===== config.mk =====
export PLATFORM = sky130hd
export DESIGN_NAME = trace_buffer_top
export DESIGN_NICKNAME = d
export VERILOG_FILES = /design/src/trace_pkg.sv /design/src/trace_buffer_top.sv /design/src/trace_csr.sv /design/src/trace_storage.sv /design/src/trace_capture.sv
export SDC_FILE = /design/constraint.sdc
export NUM_CORES = 2
export LEC_CHECK = 0
export BUFFER_PORTS_ARGS = -buffer_cell sky130_fd_sc_hd__buf_2
export CAP_MARGIN = 10
export CORE_MARGIN = 2
export CORE_UTILIZATION = 45
export DETAILED_ROUTE_END_ITERATION = 16
export PLACE_DENSITY = 0.67
export SETUP_SLACK_MARGIN = 0.15
export SLEW_MARGIN = 20
export SYNTH_ARGS = -nofsm -noshare
export SYNTH_HDL_FRONTEND = slang
export SYNTH_SLANG_ARGS = --single-unit

===== constraint.sdc =====
create_clock -name clk -period 7.7 [get_ports clk]
set_clock_uncertainty 0.1 [all_clocks]
set_input_delay 1.925 -clock clk [delete_from_list [all_inputs] [get_ports clk]]
set_output_delay 1.925 -clock clk [all_outputs]
set_load 0.005 [all_outputs]

===== src/trace_pkg.sv =====
package trace_pkg;

    //////////////////////////////////////////////////////////////////////
    // Trace entry layout
    //////////////////////////////////////////////////////////////////////

    // Number of dwords in one trace entry
    localparam int TRACE_ENTRY_DWORDS = 4;

    // Field view of one entry with the most significant field first
    // Dword 0 insn, dword 1 address, dword 2 tval, dword 3 cause flags
    typedef struct packed {
        logic [24:0] reserved;
        logic        interrupt;
        logic [4:0]  ecause;
        logic        exception;
        logic [31:0] tval;
        logic [31:0] address;
        logic [31:0] insn;
    } trace_fields_t;

    // Same 128 bits seen by field on capture and by dword on readback
    typedef union packed {
        trace_fields_t                         fields;
        logic [TRACE_ENTRY_DWORDS-1:0][31:0]   dwords;
    } trace_entry_u;

    //////////////////////////////////////////////////////////////////////
    // Fabric and debug views
    //////////////////////////////////////////////////////////////////////

    // Internal fabric request with a byte address
    typedef struct packed {
        logic [6:0]  addr;
        logic        write;
        logic [31:0] wdata;
        logic [3:0]  wstrb;
    } fabric_req_t;

    // Packed register view seen by the debug module
    // cfg is the CONFIG register
    typedef struct packed {
        logic [31:0] status;
        logic [31:0] cfg;
        logic [31:0] wr_ptr;
        logic [31:0] rd_ptr;
        logic [31:0] data;
    } trace_dmi_view_t;

    // Register byte offsets on the fabric
    localparam logic [6:0] TRACE_STATUS_OFFS = 7'h00;
    localparam logic [6:0] TRACE_CONFIG_OFFS = 7'h04;
    localparam logic [6:0] TRACE_WR_PTR_OFFS = 7'h08;
    localparam logic [6:0] TRACE_RD_PTR_OFFS = 7'h0C;
    localparam logic [6:0] TRACE_DATA_OFFS   = 7'h10;

endpackage

===== src/trace_buffer_top.sv =====
`timescale 1ns/1ps

module trace_buffer_top #(
    parameter int         NUM_ENTRIES     = 16,
    parameter logic [6:0] DMI_RD_PTR_ADDR = 7'h5D
) (
    input  logic                       clk,
    input  logic                       rst_b,
    input  logic                       debug_en,
    // Retired instruction trace
    input  logic                       trace_valid,
    input  logic [31:0]                trace_insn,
    input  logic [31:0]                trace_address,
    input  logic [31:0]                trace_tval,
    input  logic                       trace_exception,
    input  logic [4:0]                 trace_ecause,
    input  logic                       trace_interrupt,
    // Internal fabric
    input  logic                       fab_valid,
    input  trace_pkg::fabric_req_t     fab_req,
    output logic [31:0]                fab_rdata,
    output logic                       fab_error,
    // Debug module
    input  logic                       dmi_wen,
    input  logic [6:0]                 dmi_addr,
    input  logic [31:0]                dmi_wdata,
    output trace_pkg::trace_dmi_view_t dmi_view
);

    localparam int PTR_W = $clog2(NUM_ENTRIES);

    //////////////////////////////////////////////////////////////////////
    // Internal wires
    //////////////////////////////////////////////////////////////////////

    // Capture to storage
    logic                    wr_en;
    logic [PTR_W-1:0]        wr_idx;
    trace_pkg::trace_entry_u wr_entry;

    // Capture to register block
    logic [31:0]             wr_ptr_dw;
    logic                    valid_data;
    logic                    wrapped;

    // Register block and storage read port
    logic [31:0]             rd_ptr_dw;
    logic [31:0]             rd_dword;

    trace_capture #(
        .NUM_ENTRIES (NUM_ENTRIES)
    ) u_capture (
        .clk             (clk),
        .rst_b           (rst_b),
        .debug_en        (debug_en),
        .trace_valid     (trace_valid),
        .trace_insn      (trace_insn),
        .trace_address   (trace_address),
        .trace_tval      (trace_tval),
        .trace_exception (trace_exception),
        .trace_ecause    (trace_ecause),
        .trace_interrupt (trace_interrupt),
        .wr_en           (wr_en),
        .wr_idx          (wr_idx),
        .wr_entry        (wr_entry),
        .wr_ptr_dw       (wr_ptr_dw),
        .valid_data      (valid_data),
        .wrapped         (wrapped)
    );

    trace_storage #(
        .NUM_ENTRIES (NUM_ENTRIES)
    ) u_storage (
        .clk       (clk),
        .rst_b     (rst_b),
        .wr_en     (wr_en),
        .wr_idx    (wr_idx),
        .wr_entry  (wr_entry),
        .rd_ptr_dw (rd_ptr_dw),
        .rd_dword  (rd_dword)
    );

    trace_csr #(
        .NUM_ENTRIES     (NUM_ENTRIES),
        .DMI_RD_PTR_ADDR (DMI_RD_PTR_ADDR)
    ) u_csr (
        .clk        (clk),
        .rst_b      (rst_b),
        .debug_en   (debug_en),
        .fab_valid  (fab_valid),
        .fab_req    (fab_req),
        .fab_rdata  (fab_rdata),
        .fab_error  (fab_error),
        .dmi_wen    (dmi_wen),
        .dmi_addr   (dmi_addr),
        .dmi_wdata  (dmi_wdata),
        .dmi_view   (dmi_view),
        .wr_ptr_dw  (wr_ptr_dw),
        .valid_data (valid_data),
        .wrapped    (wrapped),
        .rd_dword   (rd_dword),
        .rd_ptr_dw  (rd_ptr_dw)
    );

endmodule


===== src/trace_csr.sv =====
`timescale 1ns/1ps

module trace_csr #(
    parameter int         NUM_ENTRIES     = 16,
    parameter logic [6:0] DMI_RD_PTR_ADDR = 7'h5D
) (
    input  logic                       clk,
    input  logic                       rst_b,
    input  logic                       debug_en,
    // Fabric port
    input  logic                       fab_valid,
    input  trace_pkg::fabric_req_t     fab_req,
    output logic [31:0]                fab_rdata,
    output logic                       fab_error,
    // Debug module port
    input  logic                       dmi_wen,
    input  logic [6:0]                 dmi_addr,
    input  logic [31:0]                dmi_wdata,
    output trace_pkg::trace_dmi_view_t dmi_view,
    // Capture state
    input  logic [31:0]                wr_ptr_dw,
    input  logic                       valid_data,
    input  logic                       wrapped,
    // Storage read port
    input  logic [31:0]                rd_dword,
    output logic [31:0]                rd_ptr_dw
);

    // Buffer depth in dwords
    localparam int DEPTH_DW = NUM_ENTRIES * trace_pkg::TRACE_ENTRY_DWORDS;

    // Decode results
    logic        fab_hit;
    logic        fab_rd_ptr_sel;
    logic [31:0] fab_word;
    logic        fab_wr_ok;
    logic        dmi_wr_ok;

    // READ_PTR update path
    logic [31:0] wr_mask;
    logic [31:0] fab_rd_ptr_new;

    // Register words before debug gating
    trace_pkg::trace_dmi_view_t regs;

    //////////////////////////////////////////////////////////////////////
    // Register words
    //////////////////////////////////////////////////////////////////////
    assign regs.status = {30'd0, wrapped, valid_data};
    assign regs.cfg    = 32'(DEPTH_DW);
    assign regs.wr_ptr = wr_ptr_dw;
    assign regs.rd_ptr = rd_ptr_dw;
    assign regs.data   = rd_dword;

    // Debug module sees nothing while debug is off
    assign dmi_view = debug_en ? regs : '0;

    //////////////////////////////////////////////////////////////////////
    // Fabric decode
    //////////////////////////////////////////////////////////////////////
    always_comb begin
        fab_hit  = 1'b1;
        fab_word = '0;
        case (fab_req.addr)
            trace_pkg::TRACE_STATUS_OFFS: fab_word = regs.status;
            trace_pkg::TRACE_CONFIG_OFFS: fab_word = regs.cfg;
            trace_pkg::TRACE_WR_PTR_OFFS: fab_word = regs.wr_ptr;
            trace_pkg::TRACE_RD_PTR_OFFS: fab_word = regs.rd_ptr;
            trace_pkg::TRACE_DATA_OFFS:   fab_word = regs.data;
            default:                      fab_hit  = 1'b0;
        endcase
    end

    // Only READ_PTR takes writes
    assign fab_rd_ptr_sel = (fab_req.addr == trace_pkg::TRACE_RD_PTR_OFFS);

    // Closed port, unmapped offset or write to a read-only register
    assign fab_error = fab_valid &
                       (~debug_en | ~fab_hit | (fab_req.write & ~fab_rd_ptr_sel));

    // Read data only for a good read, zero otherwise
    assign fab_rdata = (fab_valid & ~fab_error & ~fab_req.write) ? fab_word : '0;

    //////////////////////////////////////////////////////////////////////
    // READ_PTR register
    //////////////////////////////////////////////////////////////////////

    // One strobe bit covers eight data bits
    always_comb begin
        for (int i = 0; i < 32; i++) begin
            wr_mask[i] = fab_req.wstrb[i / 8];
        end
    end

    // Merge strobed bytes into the current pointer
    assign fab_rd_ptr_new = (rd_ptr_dw & ~wr_mask) | (fab_req.wdata & wr_mask);

    assign fab_wr_ok = fab_valid & debug_en & fab_req.write & fab_rd_ptr_sel;
    assign dmi_wr_ok = dmi_wen & debug_en & (dmi_addr == DMI_RD_PTR_ADDR);

    always_ff @(posedge clk or negedge rst_b) begin
        if (!rst_b) begin
            rd_ptr_dw <= '0;
        end else if (fab_wr_ok) begin
            // Fabric has priority over the debug module
            // Depth is a power of two so the mask keeps it in range
            rd_ptr_dw <= fab_rd_ptr_new & 32'(DEPTH_DW - 1);
        end else if (dmi_wr_ok) begin
            rd_ptr_dw <= dmi_wdata & 32'(DEPTH_DW - 1);
        end
    end

endmodule


===== src/trace_storage.sv =====
`timescale 1ns/1ps

module trace_storage #(
    parameter int NUM_ENTRIES = 16
) (
    input  logic                           clk,
    input  logic                           rst_b,
    input  logic                           wr_en,
    input  logic [$clog2(NUM_ENTRIES)-1:0] wr_idx,
    input  trace_pkg::trace_entry_u        wr_entry,
    input  logic [31:0]                    rd_ptr_dw,
    output logic [31:0]                    rd_dword
);

    localparam int PTR_W = $clog2(NUM_ENTRIES);
    localparam int OFF_W = $clog2(trace_pkg::TRACE_ENTRY_DWORDS);

    // Circular entry array
    trace_pkg::trace_entry_u mem [NUM_ENTRIES];

    // Dword pointer split into entry and dword within the entry
    logic [PTR_W-1:0] rd_idx;
    logic [OFF_W-1:0] rd_off;

    //////////////////////////////////////////////////////////////////////
    // Write port
    //////////////////////////////////////////////////////////////////////
    always_ff @(posedge clk or negedge rst_b) begin
        if (!rst_b) begin
            // Buffer reads back zero after reset
            for (int i = 0; i < NUM_ENTRIES; i++) begin
                mem[i] <= '0;
            end
        end else if (wr_en) begin
            mem[wr_idx] <= wr_entry;
        end
    end

    //////////////////////////////////////////////////////////////////////
    // Dword read port
    //////////////////////////////////////////////////////////////////////
    assign rd_off = rd_ptr_dw[OFF_W-1:0];
    assign rd_idx = rd_ptr_dw[OFF_W +: PTR_W];

    // Read through the dword view of the union
    assign rd_dword = mem[rd_idx].dwords[rd_off];

endmodule


===== src/trace_capture.sv =====
`timescale 1ns/1ps

module trace_capture #(
    parameter int NUM_ENTRIES = 16
) (
    input  logic                           clk,
    input  logic                           rst_b,
    input  logic                           debug_en,
    input  logic                           trace_valid,
    input  logic [31:0]                    trace_insn,
    input  logic [31:0]                    trace_address,
    input  logic [31:0]                    trace_tval,
    input  logic                           trace_exception,
    input  logic [4:0]                     trace_ecause,
    input  logic                           trace_interrupt,
    output logic                           wr_en,
    output logic [$clog2(NUM_ENTRIES)-1:0] wr_idx,
    output trace_pkg::trace_entry_u        wr_entry,
    output logic [31:0]                    wr_ptr_dw,
    output logic                           valid_data,
    output logic                           wrapped
);

    localparam int PTR_W = $clog2(NUM_ENTRIES);

    // Entry index of the next write
    logic [PTR_W-1:0] ptr;

    // Strobes only count while debug is enabled
    assign wr_en  = trace_valid & debug_en;
    assign wr_idx = ptr;

    // Fill the entry by field
    // Clearing the whole entry first leaves the reserved bits zero
    always_comb begin
        wr_entry                  = '0;
        wr_entry.fields.interrupt = trace_interrupt;
        wr_entry.fields.ecause    = trace_ecause;
        wr_entry.fields.exception = trace_exception;
        wr_entry.fields.tval      = trace_tval;
        wr_entry.fields.address   = trace_address;
        wr_entry.fields.insn      = trace_insn;
    end

    //////////////////////////////////////////////////////////////////////
    // Write pointer and sticky flags
    //////////////////////////////////////////////////////////////////////
    always_ff @(posedge clk or negedge rst_b) begin
        if (!rst_b) begin
            ptr        <= '0;
            valid_data <= 1'b0;
            wrapped    <= 1'b0;
        end else if (wr_en) begin
            valid_data <= 1'b1;
            // Next write after the last entry starts over at entry 0
            if (ptr == PTR_W'(NUM_ENTRIES - 1)) begin
                ptr     <= '0;
                wrapped <= 1'b1;
            end else begin
                ptr <= ptr + 1'b1;
            end
        end
    end

    // Software sees the pointer in dwords
    assign wr_ptr_dw = 32'(ptr) * 32'(trace_pkg::TRACE_ENTRY_DWORDS);

endmodule


# Yosys cells after proc, flatten, opt, wreduce, memory -nomap -nowiden

Index checks and enable logic that the tools add are counted.
Widths: inputs -> output; s select.

Flip-flop bits (word level): 2,086
Input port bits: 192
Word-level logic and storage cells: 74

Add/sub/neg operators: 1
$lt $le $gt $ge: 4
Equal/unequal tests: 6
Mux-type cells: 15
Bitwise logic cells: 23
Reduce and logical (&&, ||, !) cells: 5

Operator list:

| operator            | number |
|---|---|
| $bwmux 2048         | 1 |
| $bmux 128 s4        | 1 |
| $demux 128 s4       | 1 |
| $mux 128            | 3 |
| $pmux 32 s5         | 1 |
| $mux 130            | 1 |
| $mux 32             | 4 |
| $bmux 32 s2         | 1 |
| $eq 7x4->1 const B  | 2 |
| $and 6x6->6         | 2 |
| $and 1x1->1         | 10 |
| $ge 5x5->1 const B  | 2 |
| $not 4->5           | 2 |
| $eq 7x3->1 const B  | 1 |
| $eq 7x5->1 const B  | 1 |
| $eq 7x7->1 const B  | 1 |
| $logic_not 7->1     | 1 |
| $not 6->6           | 1 |
| $or 6x6->6          | 1 |
| $lt 5x1->1 const B  | 1 |
| $not 1->1           | 5 |
| $reduce_or 5->1     | 1 |
| $add 4x1->4 const B | 1 |
| $eq 4x4->1 const B  | 1 |
| other kinds (7)     | 8 |

# Logic depth before layout (Yosys ltp)

Word-level depth: 11
Depth in mapped cells: 11
Mapped depth without buffers: 6

# Cells and area by module

From an unflattened synthesis, not the netlist that was laid out.

Cell total of the unflattened synthesis: 6,216
Area total of the unflattened synthesis: 96,337.4 sq um

By module, submodules not included:

| module        | times used | cells each | area each (sq um) | seq. area each (sq um) |
|---|---|---|---|---|
| trace_storage | 1          | 5,713      | 92,344.8          | 51,249.2 |
| trace_csr     | 1          | 321        | 2,524.9           | 150.1 |
| trace_capture | 1          | 182        | 1,467.7           | 150.1 |

# Worst setup path before layout

No wires, ideal clock.

Path kind: input -> output
Start point: input port fab_req[38] (netlist name)
End point: output port fab_rdata[11]
Arrival: 3.676 ns
Data required time: 5.675 ns
Setup slack: 1.999 ns
Stages: 6
Path buffers: 1
Cell sequence: nor4_1 > nand3_1 > or2_2 > nor3b_1 > clkbuf_1 > a22o_1

Longest elaborated chain between the ends: 11
Elaborated cells between the ends (all ways): 18
Those cells by class: eq/ne (4); mux (3); bitwise (9); reduce/logical (2)

RTL lines:

| element                            | RTL line               | text |
|---|---|---|
| start, declared                    | trace_buffer_top.sv:20 | `input trace_pkg::fabric_req_t fab_req,` |
| $eq 7x3->1 (tied with other cells) | trace_csr.sv:64        | `case (fab_req.addr)` |
| $reduce_or 5->1 (no source line)   | n/a                    |  |
| $mux 1                             | trace_csr.sv:64        |  |
| $not 1->1                          | trace_csr.sv:79        | `(~debug_en \| ~fab_hit \| (fab_req.write & ~fab_rd_ptr_sel));` |
| $or 1x1->1 (2 in a row)            | trace_csr.sv:79        |  |
| $and 1x1->1                        | trace_csr.sv:78        | `assign fab_error = fab_valid &` |
| $not 1->1                          | trace_csr.sv:82        | `assign fab_rdata = (fab_valid & ~fab_error & ~fab_req.write) ? fab_word : '0;` |
| $and 1x1->1 (2 in a row)           | trace_csr.sv:82        |  |
| $mux 32 (*)                        | trace_csr.sv:82        |  |
| end, declared                      | trace_buffer_top.sv:21 | `output logic [31:0] fab_rdata,` |

Mark *: on every way between the ends. The rest lies on a longest branch, timed or not.

==> metrics.md <==
| Metric | Value |
|---|---|
| Pint | about 22000 µW |
| Min Tclk post-route | 6.45 ns |
| PortBufs | around 210 |
| Worst setup EP type | output pin |
| Clk pin slew, worst setup/hold paths | ~0.060 ns |
| Worst-margin pin slew | 1.14 ns |
| Initial detailed-routing violation count | ~3100 |
| Top FF cell, synth | dfrtp_1 |
| Slowest library cell on the worst path | dfrtp_4 |
| Clock Path Buffers | 3 |
| Yosys reg bits | approximately 1700 |
| Area leader, netlist | dfrtp_1 |
| Crit share post-route | 0.837 |
| Clock network fraction of total power | 0.276 |
| RePlAce Congestion | 0.846 |
| IO Pins | just under 400 |
| Cell Area, Synth | around 76000 µm² |
| Cell count of the worst reg-to-reg path | 6 |
| H-Tree Level Count | 4 |
| Fin cells | 7162 |
| Initial antenna violation count | 45 |
| Area contributors post-synth | dfrtp_1 55%, mux2_2 25%, mux4_2 14% |
| Adder-Cell Fraction of Synth Area | 0.000657 |
| Static Leak | about 0.038 µW |
| Synth Area in XOR/XNOR | 0.000115 |
| Final setup fails | 0 |
| Max FO, Critical Path | 28 |
| Status | complete, no violations |
| Cell family with most CP delay | multiplexers |
| Latest clock arrival within the worst-skew pair | ~0.8 ns |
| Final net count | 4988 |
| Post-route ant nets | 0 |
| Critical path cell sequence | buf_12 -> mux4_2 -> mux4_2 -> mux2i_1 -> nor2_1 -> a211o_1 -> buf_2 |
| Crit path depth | 7 |
| Sw frac | 0.273 |
| Vias in the first global route | between 40000 and 50000 |
| Post-CTS Hold Buffers | 0 |
| Pwr/cell area | 358 nW/µm² |
| Avg Inst Size Synth | 16.1 µm² |
| Fill count | ~14000 |
| Cell Rows | about 150 |
| Place WS | 1.40 ns |
| Vias | roughly 42000 |
| Multi-input gate area | 32600 µm² |
| Post-CTS Setup Repair Bufs | 0 |
| CP Launch Type | register |
| Worst hold path type | register to register |
| Layout cells sized above 1 | 0.554 |
| Share of the synthesized area in the top cell type | 0.545 |
| Worst slew margin | 0.215 |
| Cell total after placement | 6837 |
| Hold path startpoint | u_storage.mem[1171] |
| First-pass GRT wire length | about 300 mm |
| Area delta synth->final | 11.5% |
| Post-synth EDFFs | 0 |
| NetSw | about 8300 µW |
| Largest net degree at the start of global routing | ~190 |
| Worst r2r src | u_capture.wr_idx[1] |
| Routed len/inst | approximately 28 µm |
| Ys async rst share | 1.00 |
| Core area | 169000 µm² |
| WP buf/inv | 2 |
| Setup repair after global routing missed its margin | no |
| Mux contribution to synthesized area | 0.391 |
| CTS Buf Count | about 170 |
| Die W | 416 µm |
| Routed wire length | slightly below 200 mm |
| Crit path arrival time | about 4.4 ns |
| Netlist cell types | 44 |
| FF+latch area | 41600 µm² |
| PostCTS Resize Cnt | 0 |
| Fin worst setup slack | 1.25 ns |
| Crit-path most repeated cell | mux4_2 |
| Die extent in y | slightly above 400 µm |
| Effective utilization at floorplan | 0.452 |
| Fin. max-slew vios | 0 |
| TritonCTS Sinks | about 1700 |
| Largest family of logic cells by synthesized area | multiplexers |
| WHS Path Cells | 1 |
| Synth Instances | between 4000 and 5000 |
| Detail Placement HPWL | 109 mm |
| Sequential fraction of the synthesis area | 0.545 |
| Post-synthesis simple-gate area fraction | 0.00988 |
| Post-synthesis compound-gate area fraction | 0.0175 |
| Syn. warnings | 0 |
| Root buf cell | clkbuf_16 |
| Max Cap Viol | 0 |
| Worst vdd ir | around 270 µV |
| Worst path max stage delay | between 0.8 and 0.9 ns |
| Critical Path RT | about 5.7 ns |
| GR Util All Layers | 0.231 |
| Grt ovf | 0 |
| Flop pwr share | 0.470 |
| Hold_ws | around 0.40 ns |
| DRC | 0 |
| TritonRoute pass-1 iters | 5 |
| FMAX | about 0.16 GHz |
| Die area | between 150000 and 200000 µm² |
| Via density per instance | 5.91 |
| TNS Setup | 0 ns |
| Final Hold Fails | 0 |
| Comb power frac | 0.255 |
| Setup CP Type | register to output pin |
| CTS tree | done |
area by class of cell:
cell class                      count  share of cell area
Antenna cell                       11            0.000324
Clock buffer                      258              0.0594
Clock inverter                     54             0.00776
Inverter                            9            0.000486
Multi-Input combinational cell   2646               0.383
Sequential cell                  1660               0.489
Tap cell                         2218              0.0327
Timing Repair Buffer              306              0.0267
cells in the mapped netlist, types with 4 or more instances:
master     number
a221oi_1       20
a22oi_1        14
buf_4         140
nor2b_1         9
a211oi_1        5
a21oi_1         9
o221ai_1        4
a31oi_1         5
nor2_1         33
a22o_1         52
a2111oi_0       5
a32o_1         13
nand2_1        70
buf_6           7
mux2_2       1665
ha_1            4
and2_1         15
o211ai_1        7
buf_1         131
clkbuf_1      221
mux2i_1        66
dfrtp_1      1660
buf_2          48
o21ai_0        24
mux4_2        461
a32oi_1         6
nor3_1          6
inv_1           9
nand3_1        13
nand2b_1        5
power by group through the flow:
stage | clock, µW | sequential, µW | combinational [µW]
global route | 8930 | 14700 | 8320
finish | 8390 | 14300 | 7760
detailed placement | 0 | 14400 | 7800
CTS | 8550 | 14300 | 7820
floorplan | 0 | 13700 | 5980
global placement | 0 | 14200 | 7560
sequential cells by signal, summed over array words and instances, names as in the netlist, named ones only:
signal / count
u_capture.wr_idx: 4
u_capture.wrapped: 1
u_capture.valid_data: 1
u_storage.mem: 1648
cell families (layout without fill, tap and decap cells):
logic type | after synthesis | count (layout)
adders and majority gates | 4 | 4
DFF | 1660 | 1660
AOI/OAI and AO/OA | 170 | 170
and+or+nand+nor | 164 | 164
other | 1 | 126
muxes | 2192 | 2192
xor gates and xnor gates | 1 | 1
buffers and inverters | 556 | 627
routing by layer:
metal	up-vias	track usage	wire length (µm)
met2	1000	0.379	96500
met1	23300	0.312	84700
met4	24	0.0737	6480
met3	325	0.0431	9890
met5	-	0	137
li1	17600	-	-
metrics by stage:
stage / total power, µW / utilization / area (µm²)
6_report: 30400 / 0.503 / 84900
5_1_grt: 32000 / 0.503 / 84900
4_1_cts: 30600 / 0.503 / 84900
3_5_place_dp: 22200 / 0.469 / 79200
3_3_place_gp: 21700 / 0.469 / 79200
2_1_floorplan: 19700 / - / 76600
worst paths after layout:
kind / slack, ns / end
max: 1.25 / fab_rdata[1]
min: 0.40 / u_storage.mem[1171]
max reg2reg: 4.49 / u_storage.mem[1314]
min reg2reg: 0.40 / u_storage.mem[1171]
max in group asynchronous: 4.74 / u_storage.mem[1215]
min in group asynchronous: 1.08 / u_storage.mem[1284]
cells in the final DEF, fill, tap and decap left out, drive strengths merged, types with 14 or more instances in the layout:
| cell type | n |
|---|---|
| nor2 | 33 |
| mux2 | 1665 |
| buf | 306 |
| mux4 | 461 |
| dfrtp | 1660 |
| clkbuf | 258 |
| and2 | 15 |
| a22o | 52 |
| inv | 14 |
| nand2 | 70 |
| clkinv | 38 |
| conb | 115 |
| mux2i | 66 |
| a221oi | 20 |
| a22oi | 14 |
| o21ai | 24 |
No activity file was read; power rests on OpenSTA's default activity.
